**config.mk**
```make
export PLATFORM = sky130hd
export DESIGN_NAME = routerInPort
export DESIGN_NICKNAME = d
export VERILOG_FILES = /design/src/verilog/flitPkg.sv /design/src/verilog/routePkg.sv /design/src/verilog/fifoView.sv /design/src/verilog/flitFifo4.sv /design/src/verilog/outStage.sv /design/src/verilog/portCtrl.sv /design/src/verilog/routeLookahead.sv /design/src/verilog/routerInPort.sv
export SDC_FILE = /design/constraint.sdc
export NUM_CORES = 1
export LEC_CHECK = 0
export BUFFER_PORTS_ARGS = -buffer_cell sky130_fd_sc_hd__buf_4
export CAP_MARGIN = 20
export CORE_MARGIN = 5
export CORE_UTILIZATION = 59
export CTS_BUF_LIST = sky130_fd_sc_hd__clkbuf_8
export DETAILED_ROUTE_END_ITERATION = 8
export PLACE_DENSITY = 0.8
export SLEW_MARGIN = 5
export SYNTH_ARGS = -nofsm -noshare
export SYNTH_HDL_FRONTEND = slang
export SYNTH_SLANG_ARGS = --single-unit
```
**constraint.sdc**
```tcl
create_clock -name clk -period 5 [get_ports clk]
set_input_delay 0.25 -clock clk [delete_from_list [all_inputs] [get_ports clk]]
set_output_delay 0.25 -clock clk [all_outputs]
set_load 0.01 [all_outputs]
```
**src/verilog/flitPkg.sv**
```systemverilog
package flitPkg;

  // ********************
  // Flit layout
  // ********************

  localparam int flitWidth = 32;

  // Type field sits in the top two bits
  localparam int typeLsb   = 30;
  localparam int typeWidth = 2;

  // Destination fields, only meaningful in head and single flits
  localparam int destXLsb = 27;
  localparam int destYLsb = 24;

  typedef enum logic [typeWidth-1:0] {
    HEAD   = 2'b00,
    BODY   = 2'b01,
    TAIL   = 2'b10,
    SINGLE = 2'b11
  } flitType_t;

  function automatic flitType_t typeOf(input logic [flitWidth-1:0] flit);
    return flitType_t'(flit[typeLsb +: typeWidth]);
  endfunction

  // Carries a destination, opens a packet
  function automatic logic opensPacket(input flitType_t t);
    return (t == HEAD) || (t == SINGLE);
  endfunction

  // Last flit of a packet
  function automatic logic closesPacket(input flitType_t t);
    return (t == TAIL) || (t == SINGLE);
  endfunction

endpackage

```
**src/verilog/routePkg.sv**
```systemverilog
package routePkg;

  // ********************
  // Mesh and port encoding
  // ********************

  // Width of one mesh coordinate
  localparam int coordWidth = 3;

  // Input buffer geometry
  localparam int fifoDepth = 4;
  localparam int ptrWidth  = 2;

  localparam int portWidth = 3;

  // Router output ports
  typedef enum logic [portWidth-1:0] {
    LOCAL = 3'd0,
    EAST  = 3'd1,
    WEST  = 3'd2,
    NORTH = 3'd3,
    SOUTH = 3'd4
  } outPort_t;

endpackage

```
**src/verilog/fifoView.sv**
```systemverilog
interface fifoView;
  import flitPkg::*;
  import routePkg::*;

  // Raw buffer contents
  logic [fifoDepth-1:0][flitWidth-1:0] entries;

  // One bit per occupied entry
  logic [fifoDepth-1:0] dValid;

  // Read pointer as it will be after the current pop
  logic [ptrWidth-1:0] dPtr;

  logic empty;

  // Buffer side
  modport src (output entries, dValid, dPtr, empty);

  // Lookahead side
  modport sink (input entries, dValid, dPtr);

endinterface

```
**src/verilog/flitFifo4.sv**
```systemverilog
module flitFifo4 (
  input  logic                          clk,
  input  logic                          rstN,
  input  logic [flitPkg::flitWidth-1:0] inData,
  input  logic                          push,
  input  logic                          pop,
  output logic [flitPkg::flitWidth-1:0] outData,
  output logic                          full,
  fifoView.src                          view
);
  import flitPkg::*;
  import routePkg::*;

  logic [fifoDepth-1:0][flitWidth-1:0] mem;

  logic [fifoDepth-1:0] valid;
  logic [fifoDepth-1:0] validNext;

  logic [ptrWidth-1:0] wrPtr;
  logic [ptrWidth-1:0] wrPtrNext;
  logic [ptrWidth-1:0] rdPtr;
  logic [ptrWidth-1:0] rdPtrNext;

  logic empty;
  logic emptyNext;
  logic fullNext;

  // Accepted push, anything arriving while full is dropped
  logic pushOk;

  assign pushOk = push & ~full;

  // ********************
  // Pointers
  // ********************

  assign wrPtrNext = pushOk ? wrPtr + 1'b1 : wrPtr;
  assign rdPtrNext = pop ? rdPtr + 1'b1 : rdPtr;

  // ********************
  // Flags
  // ********************

  // Equal next pointers mean empty or full, the last event decides which
  always_comb begin
    emptyNext = empty;
    fullNext  = full;
    if (wrPtrNext != rdPtrNext) begin
      emptyNext = 1'b0;
      fullNext  = 1'b0;
    end else if (pop) begin
      emptyNext = 1'b1;
    end else if (pushOk) begin
      fullNext = 1'b1;
    end
  end

  // Per-entry occupancy
  always_comb begin
    validNext = valid;
    if (pushOk) begin
      validNext[wrPtr] = 1'b1;
    end
    if (pop) begin
      validNext[rdPtr] = 1'b0;
    end
  end

  always_ff @(posedge clk) begin
    if (!rstN) begin
      wrPtr <= '0;
      rdPtr <= '0;
      empty <= 1'b1;
      full  <= 1'b0;
      valid <= '0;
    end else begin
      wrPtr <= wrPtrNext;
      rdPtr <= rdPtrNext;
      empty <= emptyNext;
      full  <= fullNext;
      valid <= validNext;
    end
  end

  // ********************
  // Storage
  // ********************

  always_ff @(posedge clk) begin
    if (pushOk) begin
      mem[wrPtr] <= inData;
    end
  end

  // Head of queue
  assign outData = mem[rdPtr];

  // Lookahead exposure
  assign view.entries = mem;
  assign view.dValid  = valid;
  assign view.dPtr    = rdPtrNext;
  assign view.empty   = empty;

endmodule

```
**src/verilog/outStage.sv**
```systemverilog
module outStage (
  input  logic                          clk,
  input  logic                          rstN,
  input  logic                          load,
  input  logic [flitPkg::flitWidth-1:0] inFlit,
  input  routePkg::outPort_t            inPort,
  input  logic                          outReady,
  output logic [flitPkg::flitWidth-1:0] outFlit,
  output routePkg::outPort_t            outPortSel,
  output logic                          outValid,
  output logic                          stageFree
);
  import flitPkg::*;
  import routePkg::*;

  // Room for a new flit now or after this cycle's handoff
  assign stageFree = ~outValid | outReady;

  always_ff @(posedge clk) begin
    if (!rstN) begin
      outValid <= 1'b0;
    end else if (load) begin
      outValid <= 1'b1;
    end else if (outReady) begin
      outValid <= 1'b0;
    end
  end

  // Data and port hold until replaced
  always_ff @(posedge clk) begin
    if (load) begin
      outFlit    <= inFlit;
      outPortSel <= inPort;
    end
  end

endmodule

```
**src/verilog/portCtrl.sv**
```systemverilog
module portCtrl (
  input  logic               clk,
  input  logic               rstN,
  input  logic               empty,
  input  flitPkg::flitType_t headFlitType,
  input  logic               routeValid,
  input  routePkg::outPort_t headRoute,
  input  logic               stageFree,
  output logic               pop,
  output logic               load,
  output routePkg::outPort_t sendPort,
  output logic               creditReturn
);
  import flitPkg::*;
  import routePkg::*;

  typedef enum logic {
    IDLE,
    FORWARD
  } ctrlState_t;

  ctrlState_t state;
  ctrlState_t stateNext;

  // Port held for the body of a multi-flit packet
  outPort_t pktPort;

  logic needRoute;
  logic startPkt;

  // ********************
  // Pop decision
  // ********************

  // Head and single flits wait for their lookahead route
  assign needRoute = opensPacket(headFlitType);

  assign pop = ~empty & stageFree & (~needRoute | routeValid);

  // Flit moves into the output stage in the same cycle
  assign load = pop;

  // One credit back upstream per freed entry
  assign creditReturn = pop;

  // Inside a packet the latched port wins
  assign sendPort = (state == FORWARD) ? pktPort : headRoute;

  // Multi-flit packet begins
  assign startPkt = pop & (headFlitType == HEAD);

  // ********************
  // Packet FSM
  // ********************

  always_comb begin
    stateNext = state;
    case (state)
      IDLE: begin
        if (startPkt) begin
          stateNext = FORWARD;
        end
      end
      FORWARD: begin
        if (pop && closesPacket(headFlitType)) begin
          stateNext = IDLE;
        end
      end
      default: stateNext = IDLE;
    endcase
  end

  always_ff @(posedge clk) begin
    if (!rstN) begin
      state <= IDLE;
    end else begin
      state <= stateNext;
    end
  end

  always_ff @(posedge clk) begin
    if (startPkt) begin
      pktPort <= headRoute;
    end
  end

endmodule

```
**src/verilog/routeLookahead.sv**
```systemverilog
module routeLookahead #(
  parameter logic [routePkg::coordWidth-1:0] myX = '0,
  parameter logic [routePkg::coordWidth-1:0] myY = '0
) (
  input  logic               clk,
  input  logic               rstN,
  fifoView.sink              view,
  output routePkg::outPort_t headRoute,
  output logic               routeValid
);
  import flitPkg::*;
  import routePkg::*;

  logic [flitWidth-1:0]  nextFlit;
  logic                  nextValid;
  logic [coordWidth-1:0] destX;
  logic [coordWidth-1:0] destY;
  outPort_t              nextRoute;

  // Entry that becomes the head after this edge
  assign nextFlit  = view.entries[view.dPtr];
  assign nextValid = view.dValid[view.dPtr];

  assign destX = nextFlit[destXLsb +: coordWidth];
  assign destY = nextFlit[destYLsb +: coordWidth];

  // ********************
  // XY routing
  // ********************

  // X first, then Y, local when both match
  always_comb begin
    if (destX > myX) begin
      nextRoute = EAST;
    end else if (destX < myX) begin
      nextRoute = WEST;
    end else if (destY > myY) begin
      nextRoute = NORTH;
    end else if (destY < myY) begin
      nextRoute = SOUTH;
    end else begin
      nextRoute = LOCAL;
    end
  end

  always_ff @(posedge clk) begin
    if (!rstN) begin
      routeValid <= 1'b0;
    end else begin
      routeValid <= nextValid;
    end
  end

  // Only trusted while routeValid is high
  always_ff @(posedge clk) begin
    headRoute <= nextRoute;
  end

endmodule

```
**src/verilog/routerInPort.sv**
```systemverilog
module routerInPort #(
  parameter logic [routePkg::coordWidth-1:0] myX = '0,
  parameter logic [routePkg::coordWidth-1:0] myY = '0
) (
  input  logic                          clk,
  input  logic                          rstN,
  input  logic [flitPkg::flitWidth-1:0] inFlit,
  input  logic                          inPush,
  input  logic                          outReady,
  output logic [flitPkg::flitWidth-1:0] outFlit,
  output logic                          outValid,
  output routePkg::outPort_t            outPortSel,
  output logic                          full,
  output logic                          creditReturn
);
  import flitPkg::*;
  import routePkg::*;

  fifoView view ();

  logic [flitWidth-1:0] headFlit;
  logic                 pop;
  logic                 load;
  logic                 routeValid;
  logic                 stageFree;
  outPort_t             headRoute;
  outPort_t             sendPort;

  // ********************
  // Datapath
  // ********************

  flitFifo4 fifo_i (
    .clk     (clk),
    .rstN    (rstN),
    .inData  (inFlit),
    .push    (inPush),
    .pop     (pop),
    .outData (headFlit),
    .full    (full),
    .view    (view.src)
  );

  routeLookahead #(
    .myX (myX),
    .myY (myY)
  ) route_i (
    .clk        (clk),
    .rstN       (rstN),
    .view       (view.sink),
    .headRoute  (headRoute),
    .routeValid (routeValid)
  );

  portCtrl ctrl_i (
    .clk          (clk),
    .rstN         (rstN),
    .empty        (view.empty),
    .headFlitType (typeOf(headFlit)),
    .routeValid   (routeValid),
    .headRoute    (headRoute),
    .stageFree    (stageFree),
    .pop          (pop),
    .load         (load),
    .sendPort     (sendPort),
    .creditReturn (creditReturn)
  );

  outStage out_i (
    .clk        (clk),
    .rstN       (rstN),
    .load       (load),
    .inFlit     (headFlit),
    .inPort     (sendPort),
    .outReady   (outReady),
    .outFlit    (outFlit),
    .outPortSel (outPortSel),
    .outValid   (outValid),
    .stageFree  (stageFree)
  );

endmodule
```
==> flow_metrics.env <==
export IMPL_ios=74
export IMPL_avgViaCountPerCell=5.74
export IMPL_start_kind="flip-flop"
export IMPL_ys_seq_elements=179
export IMPL_synth_top_area_frac=0.729
export IMPL_final_hold_viol_count=0
export IMPL_combinationalPowerShare=0.224
export IMPL_period_minus_slack_ns=3.76
export IMPL_end_kind="output port"
export IMPL_dp_cells=518
export IMPL_die_w_um=117
export IMPL_leakage_nw=2.76
export IMPL_placed_area_mm2=0.00742
export IMPL_multi_input_area_mm2=0.00142
export IMPL_n_fill_cell=676
export IMPL_synthArstFlopShare=0
export IMPL_crit_path_cell_trace="mux4_2 > inv_1 > ha_1 > o21bai_1 > and2b_2 > buf_4 > buf_4"
export IMPL_cts_repair_resized=0
export IMPL_cts_made_buffers=17
export IMPL_holdPathStages=1
export IMPL_cp_top_family="flip-flops"
export IMPL_fin_setup_tns_ns=0
export IMPL_ant_nets=0
export IMPL_intPower_w=0.00295
export IMPL_r2r_cells=7
export IMPL_swShare=0.269
export IMPL_report_final_slew_viol_count=0
export IMPL_tightest_slew_ns=0.920
export IMPL_grt_pass1_wl_um=19100
export IMPL_nets=472
export IMPL_met3_length_um=801
export IMPL_slowest_stage="dfxtp_2"
export IMPL_track_usage=0.195
export IMPL_ys_flop_type="edfxtp_1"
export IMPL_core_mm2=0.0113
export IMPL_port_buffer_count=72
export IMPL_max_freq_mhz=266
export IMPL_wl_um=12100
export IMPL_hold_path_end="fifo_i.view.entries[120]$_DFFE_PP_"
export IMPL_vias=3333
export IMPL_cts_root_buffer="clkbuf_8"
export IMPL_synth_xor_area_frac=0.00389
export IMPL_cp_buffers_inverters=3
export IMPL_grt_antenna_before_repair=0
export IMPL_fp_row_count=39
export IMPL_seq_area_frac_synth=0.773
export IMPL_drt_initial_drc_count=171
export IMPL_cellPowerDensity_mw_per_mm2=495
export IMPL_hpwl_um=7060
export IMPL_crit_top_cell="buf_4"
export IMPL_cts_hold_buffers=31
export IMPL_top_layer_used="met4"
export IMPL_hold_start="inFlit[24]"
export IMPL_grt_pass1_vias=3542
export IMPL_yosys_area_share_simple=0.0313
export IMPL_pwr_share_seq=0.513
export IMPL_relSlewSlack=0.387
export IMPL_synth_mux_area_fraction=0.134
export IMPL_stdcell_area_mm2=0.00817
export IMPL_cts_tree="done"
export IMPL_synth_top_family_by_area="multiplexers"
export IMPL_dp_slack_ns=1.55
export IMPL_ff_latch_area_mm2=0.00523
export IMPL_reg2reg_slack_ns=1.61
export IMPL_slowest_delay_ns=0.79
export IMPL_dieArea_mm2=0.0137
export IMPL_fin_skew_ns=0.0110
export IMPL_ys_top_cells_by_area="edfxtp_1 73%, mux4_2 12%, dfxtp_1 4.4%"
export IMPL_clkTransAtPathRegs_ns=0.09
export IMPL_die_y_um=117
export IMPL_drive_gt1_frac=0.356
export IMPL_hold_path_class="primary input to flip-flop"
export IMPL_syn_mean_instance_area_um2=21.5
export IMPL_wl_met2_um=6330
export IMPL_htreeDepth=4
export IMPL_synth_edf_count=164
export IMPL_synth_area_mm2=0.00676
export IMPL_cp_required_ns=4.75
export IMPL_route_detailed_drc=0
export IMPL_pwr_share_clk=0.263
export IMPL_post_cts_buffers=0
export IMPL_rsz0062_at_grt="false"
export IMPL_grt_start_max_net_pins=38
export IMPL_gp_congestion=0.779
export IMPL_cts_sinks=179
export IMPL_clk_latency_ns=0.45
export IMPL_yosysTopAreaCell="edfxtp_1"
export IMPL_reg2reg_to="ctrl_i.pktPort[0]$_DFFE_PP_"
export IMPL_peakVddDrop_mv=0.319
export IMPL_crit_type="flip-flop to output port"
export IMPL_syn_inst=314
export IMPL_status="finished clean"
export IMPL_grt_overflow=0
export IMPL_firstDrtPassIters=4
export IMPL_syn_nets=361
export IMPL_ctsLongestPathBuffers=2
export IMPL_reg2reg_from="fifo_i.rdPtr[0]$_SDFF_PN0_"
export IMPL_fin_cells=581
export IMPL_antenna_cells=0
export IMPL_yosysWarnings=0
export IMPL_worst_path_max_fanout=28
export IMPL_setup_viol=0
export IMPL_worstPathArrival_ns=3.51
export IMPL_synth_cell_types=35
export IMPL_net_switching_power_w=0.00109
export IMPL_synth_compound_area_frac=0.0196
export IMPL_initial_core_util=0.597
export IMPL_synthAdderAreaFrac=0.0204
export IMPL_period_share=0.751
export IMPL_maxCapViolCount=0
export IMPL_fin_ws_ns=1.24
export IMPL_hold_slack_ns=0.0394
export IMPL_syn_to_final_growth_pct=20.9
export IMPL_wl_per_cell_um=20.9
export IMPL_wl_met1_um=4890
==> layout by cell type, fill, tap and decap left out, types with 3 or more instances in the layout <==
master         count
a21oi_1           12
and2_1             4
and2_2             4
buf_4             75
bufinv_16          4
clkbuf_8          17
clkinvlp_4         4
dfxtp_1           13
dlygate4sd3_1     31
edfxtp_1         164
ha_1              11
inv_1              7
inv_6              4
mux4_2            36
nand2_1            3
nor2b_1            5
nor3_1             4
nor4_1             6
o21ai_0            5
==> through the flow <==
| step | util | total power [W] |
|---|---|---|
| floorplan | - | 0.00267 |
| global placement | 0.655 | 0.00298 |
| detailed placement | 0.655 | 0.00301 |
| CTS | 0.721 | 0.00408 |
| global route | 0.721 | 0.00424 |
| finish | 0.721 | 0.00404 |
==> flip-flops by register name (all words and copies together), names as in the netlist <==
register             flops
ctrl_i.state             1
ctrl_i.pktPort           2
fifo_i.wrPtr             2
fifo_i.rdPtr             2
fifo_i.full              1
route_i.headRoute        2
fifo_i.view.empty        1
fifo_i.view.entries    128
out_i.outFlit           32
fifo_i.view.dValid       4
out_i.outValid           1
route_i.routeValid       1
out_i.outPortSel         2
==> cell type report <==
class	count	area share
Inverter	7	0.00322
Clock inverter	15	0.0250
Multi-Input combinational cell	114	0.174
Timing Repair Buffer	106	0.107
Sequential cell	179	0.640
Clock buffer	17	0.0287
Tap cell	143	0.0219
==> worst max-delay path by stage <==
stage                     cells after the start  slack, ns                  startpoint                         endpoint
after floorplan                              10       2.35  fifo_i.rdPtr[1]$_SDFF_PN0_  route_i.headRoute[0]$_SDFF_PN1_
after global routing                          7       0.96  fifo_i.rdPtr[0]$_SDFF_PN0_                     creditReturn
after detailed placement                      7       1.55  fifo_i.rdPtr[0]$_SDFF_PN0_      ctrl_i.pktPort[0]$_DFFE_PP_
final                                         7       1.24  fifo_i.rdPtr[0]$_SDFF_PN0_                     creditReturn
after global placement                        7       1.63  fifo_i.rdPtr[0]$_SDFF_PN0_      ctrl_i.pktPort[0]$_DFFE_PP_
after CTS                                     7       1.13  fifo_i.rdPtr[0]$_SDFF_PN0_                     creditReturn
==> cell families (layout without fill, tap and decap cells) <==
family,after synthesis,after routing
muxes,42,42
xor gates and xnor gates,3,3
buffers and inverters,21,145
AOI/OAI and AO/OA,23,23
and+or+nand+nor,34,34
other,1,1
adders and majority gates,11,11
DFF,179,179
==> cells in the mapped netlist (3+ instances only) <==
cell type and number:
a21oi_1 12, nor2b_1 5, edfxtp_1 164, buf_6 3
dfxtp_1 15, o21ai_0 5, nor4_1 6, and2_1 8
nor3_1 4, nand2_1 3, ha_1 11, inv_1 7
buf_2 7, mux4_2 36
==> metal layers <==
metal,up-vias,global-route usage
li1,1499,-
met1,1695,0.257
met2,127,0.323
met3,12,0.0555
met4,0,0.0558
met5,-,0
==> power by group through the flow <==
stage | clock, W | combinational (W) | sequential, W
2_1_floorplan | 0 | 0.000579 | 0.00209
3_3_place_gp | 0 | 0.000873 | 0.00211
3_5_place_dp | 0 | 0.000898 | 0.00211
4_1_cts | 0.00108 | 0.000921 | 0.00208
5_1_grt | 0.00116 | 0.000985 | 0.00210
6_report | 0.00106 | 0.000906 | 0.00207
(Power assumes the default switching activity.)
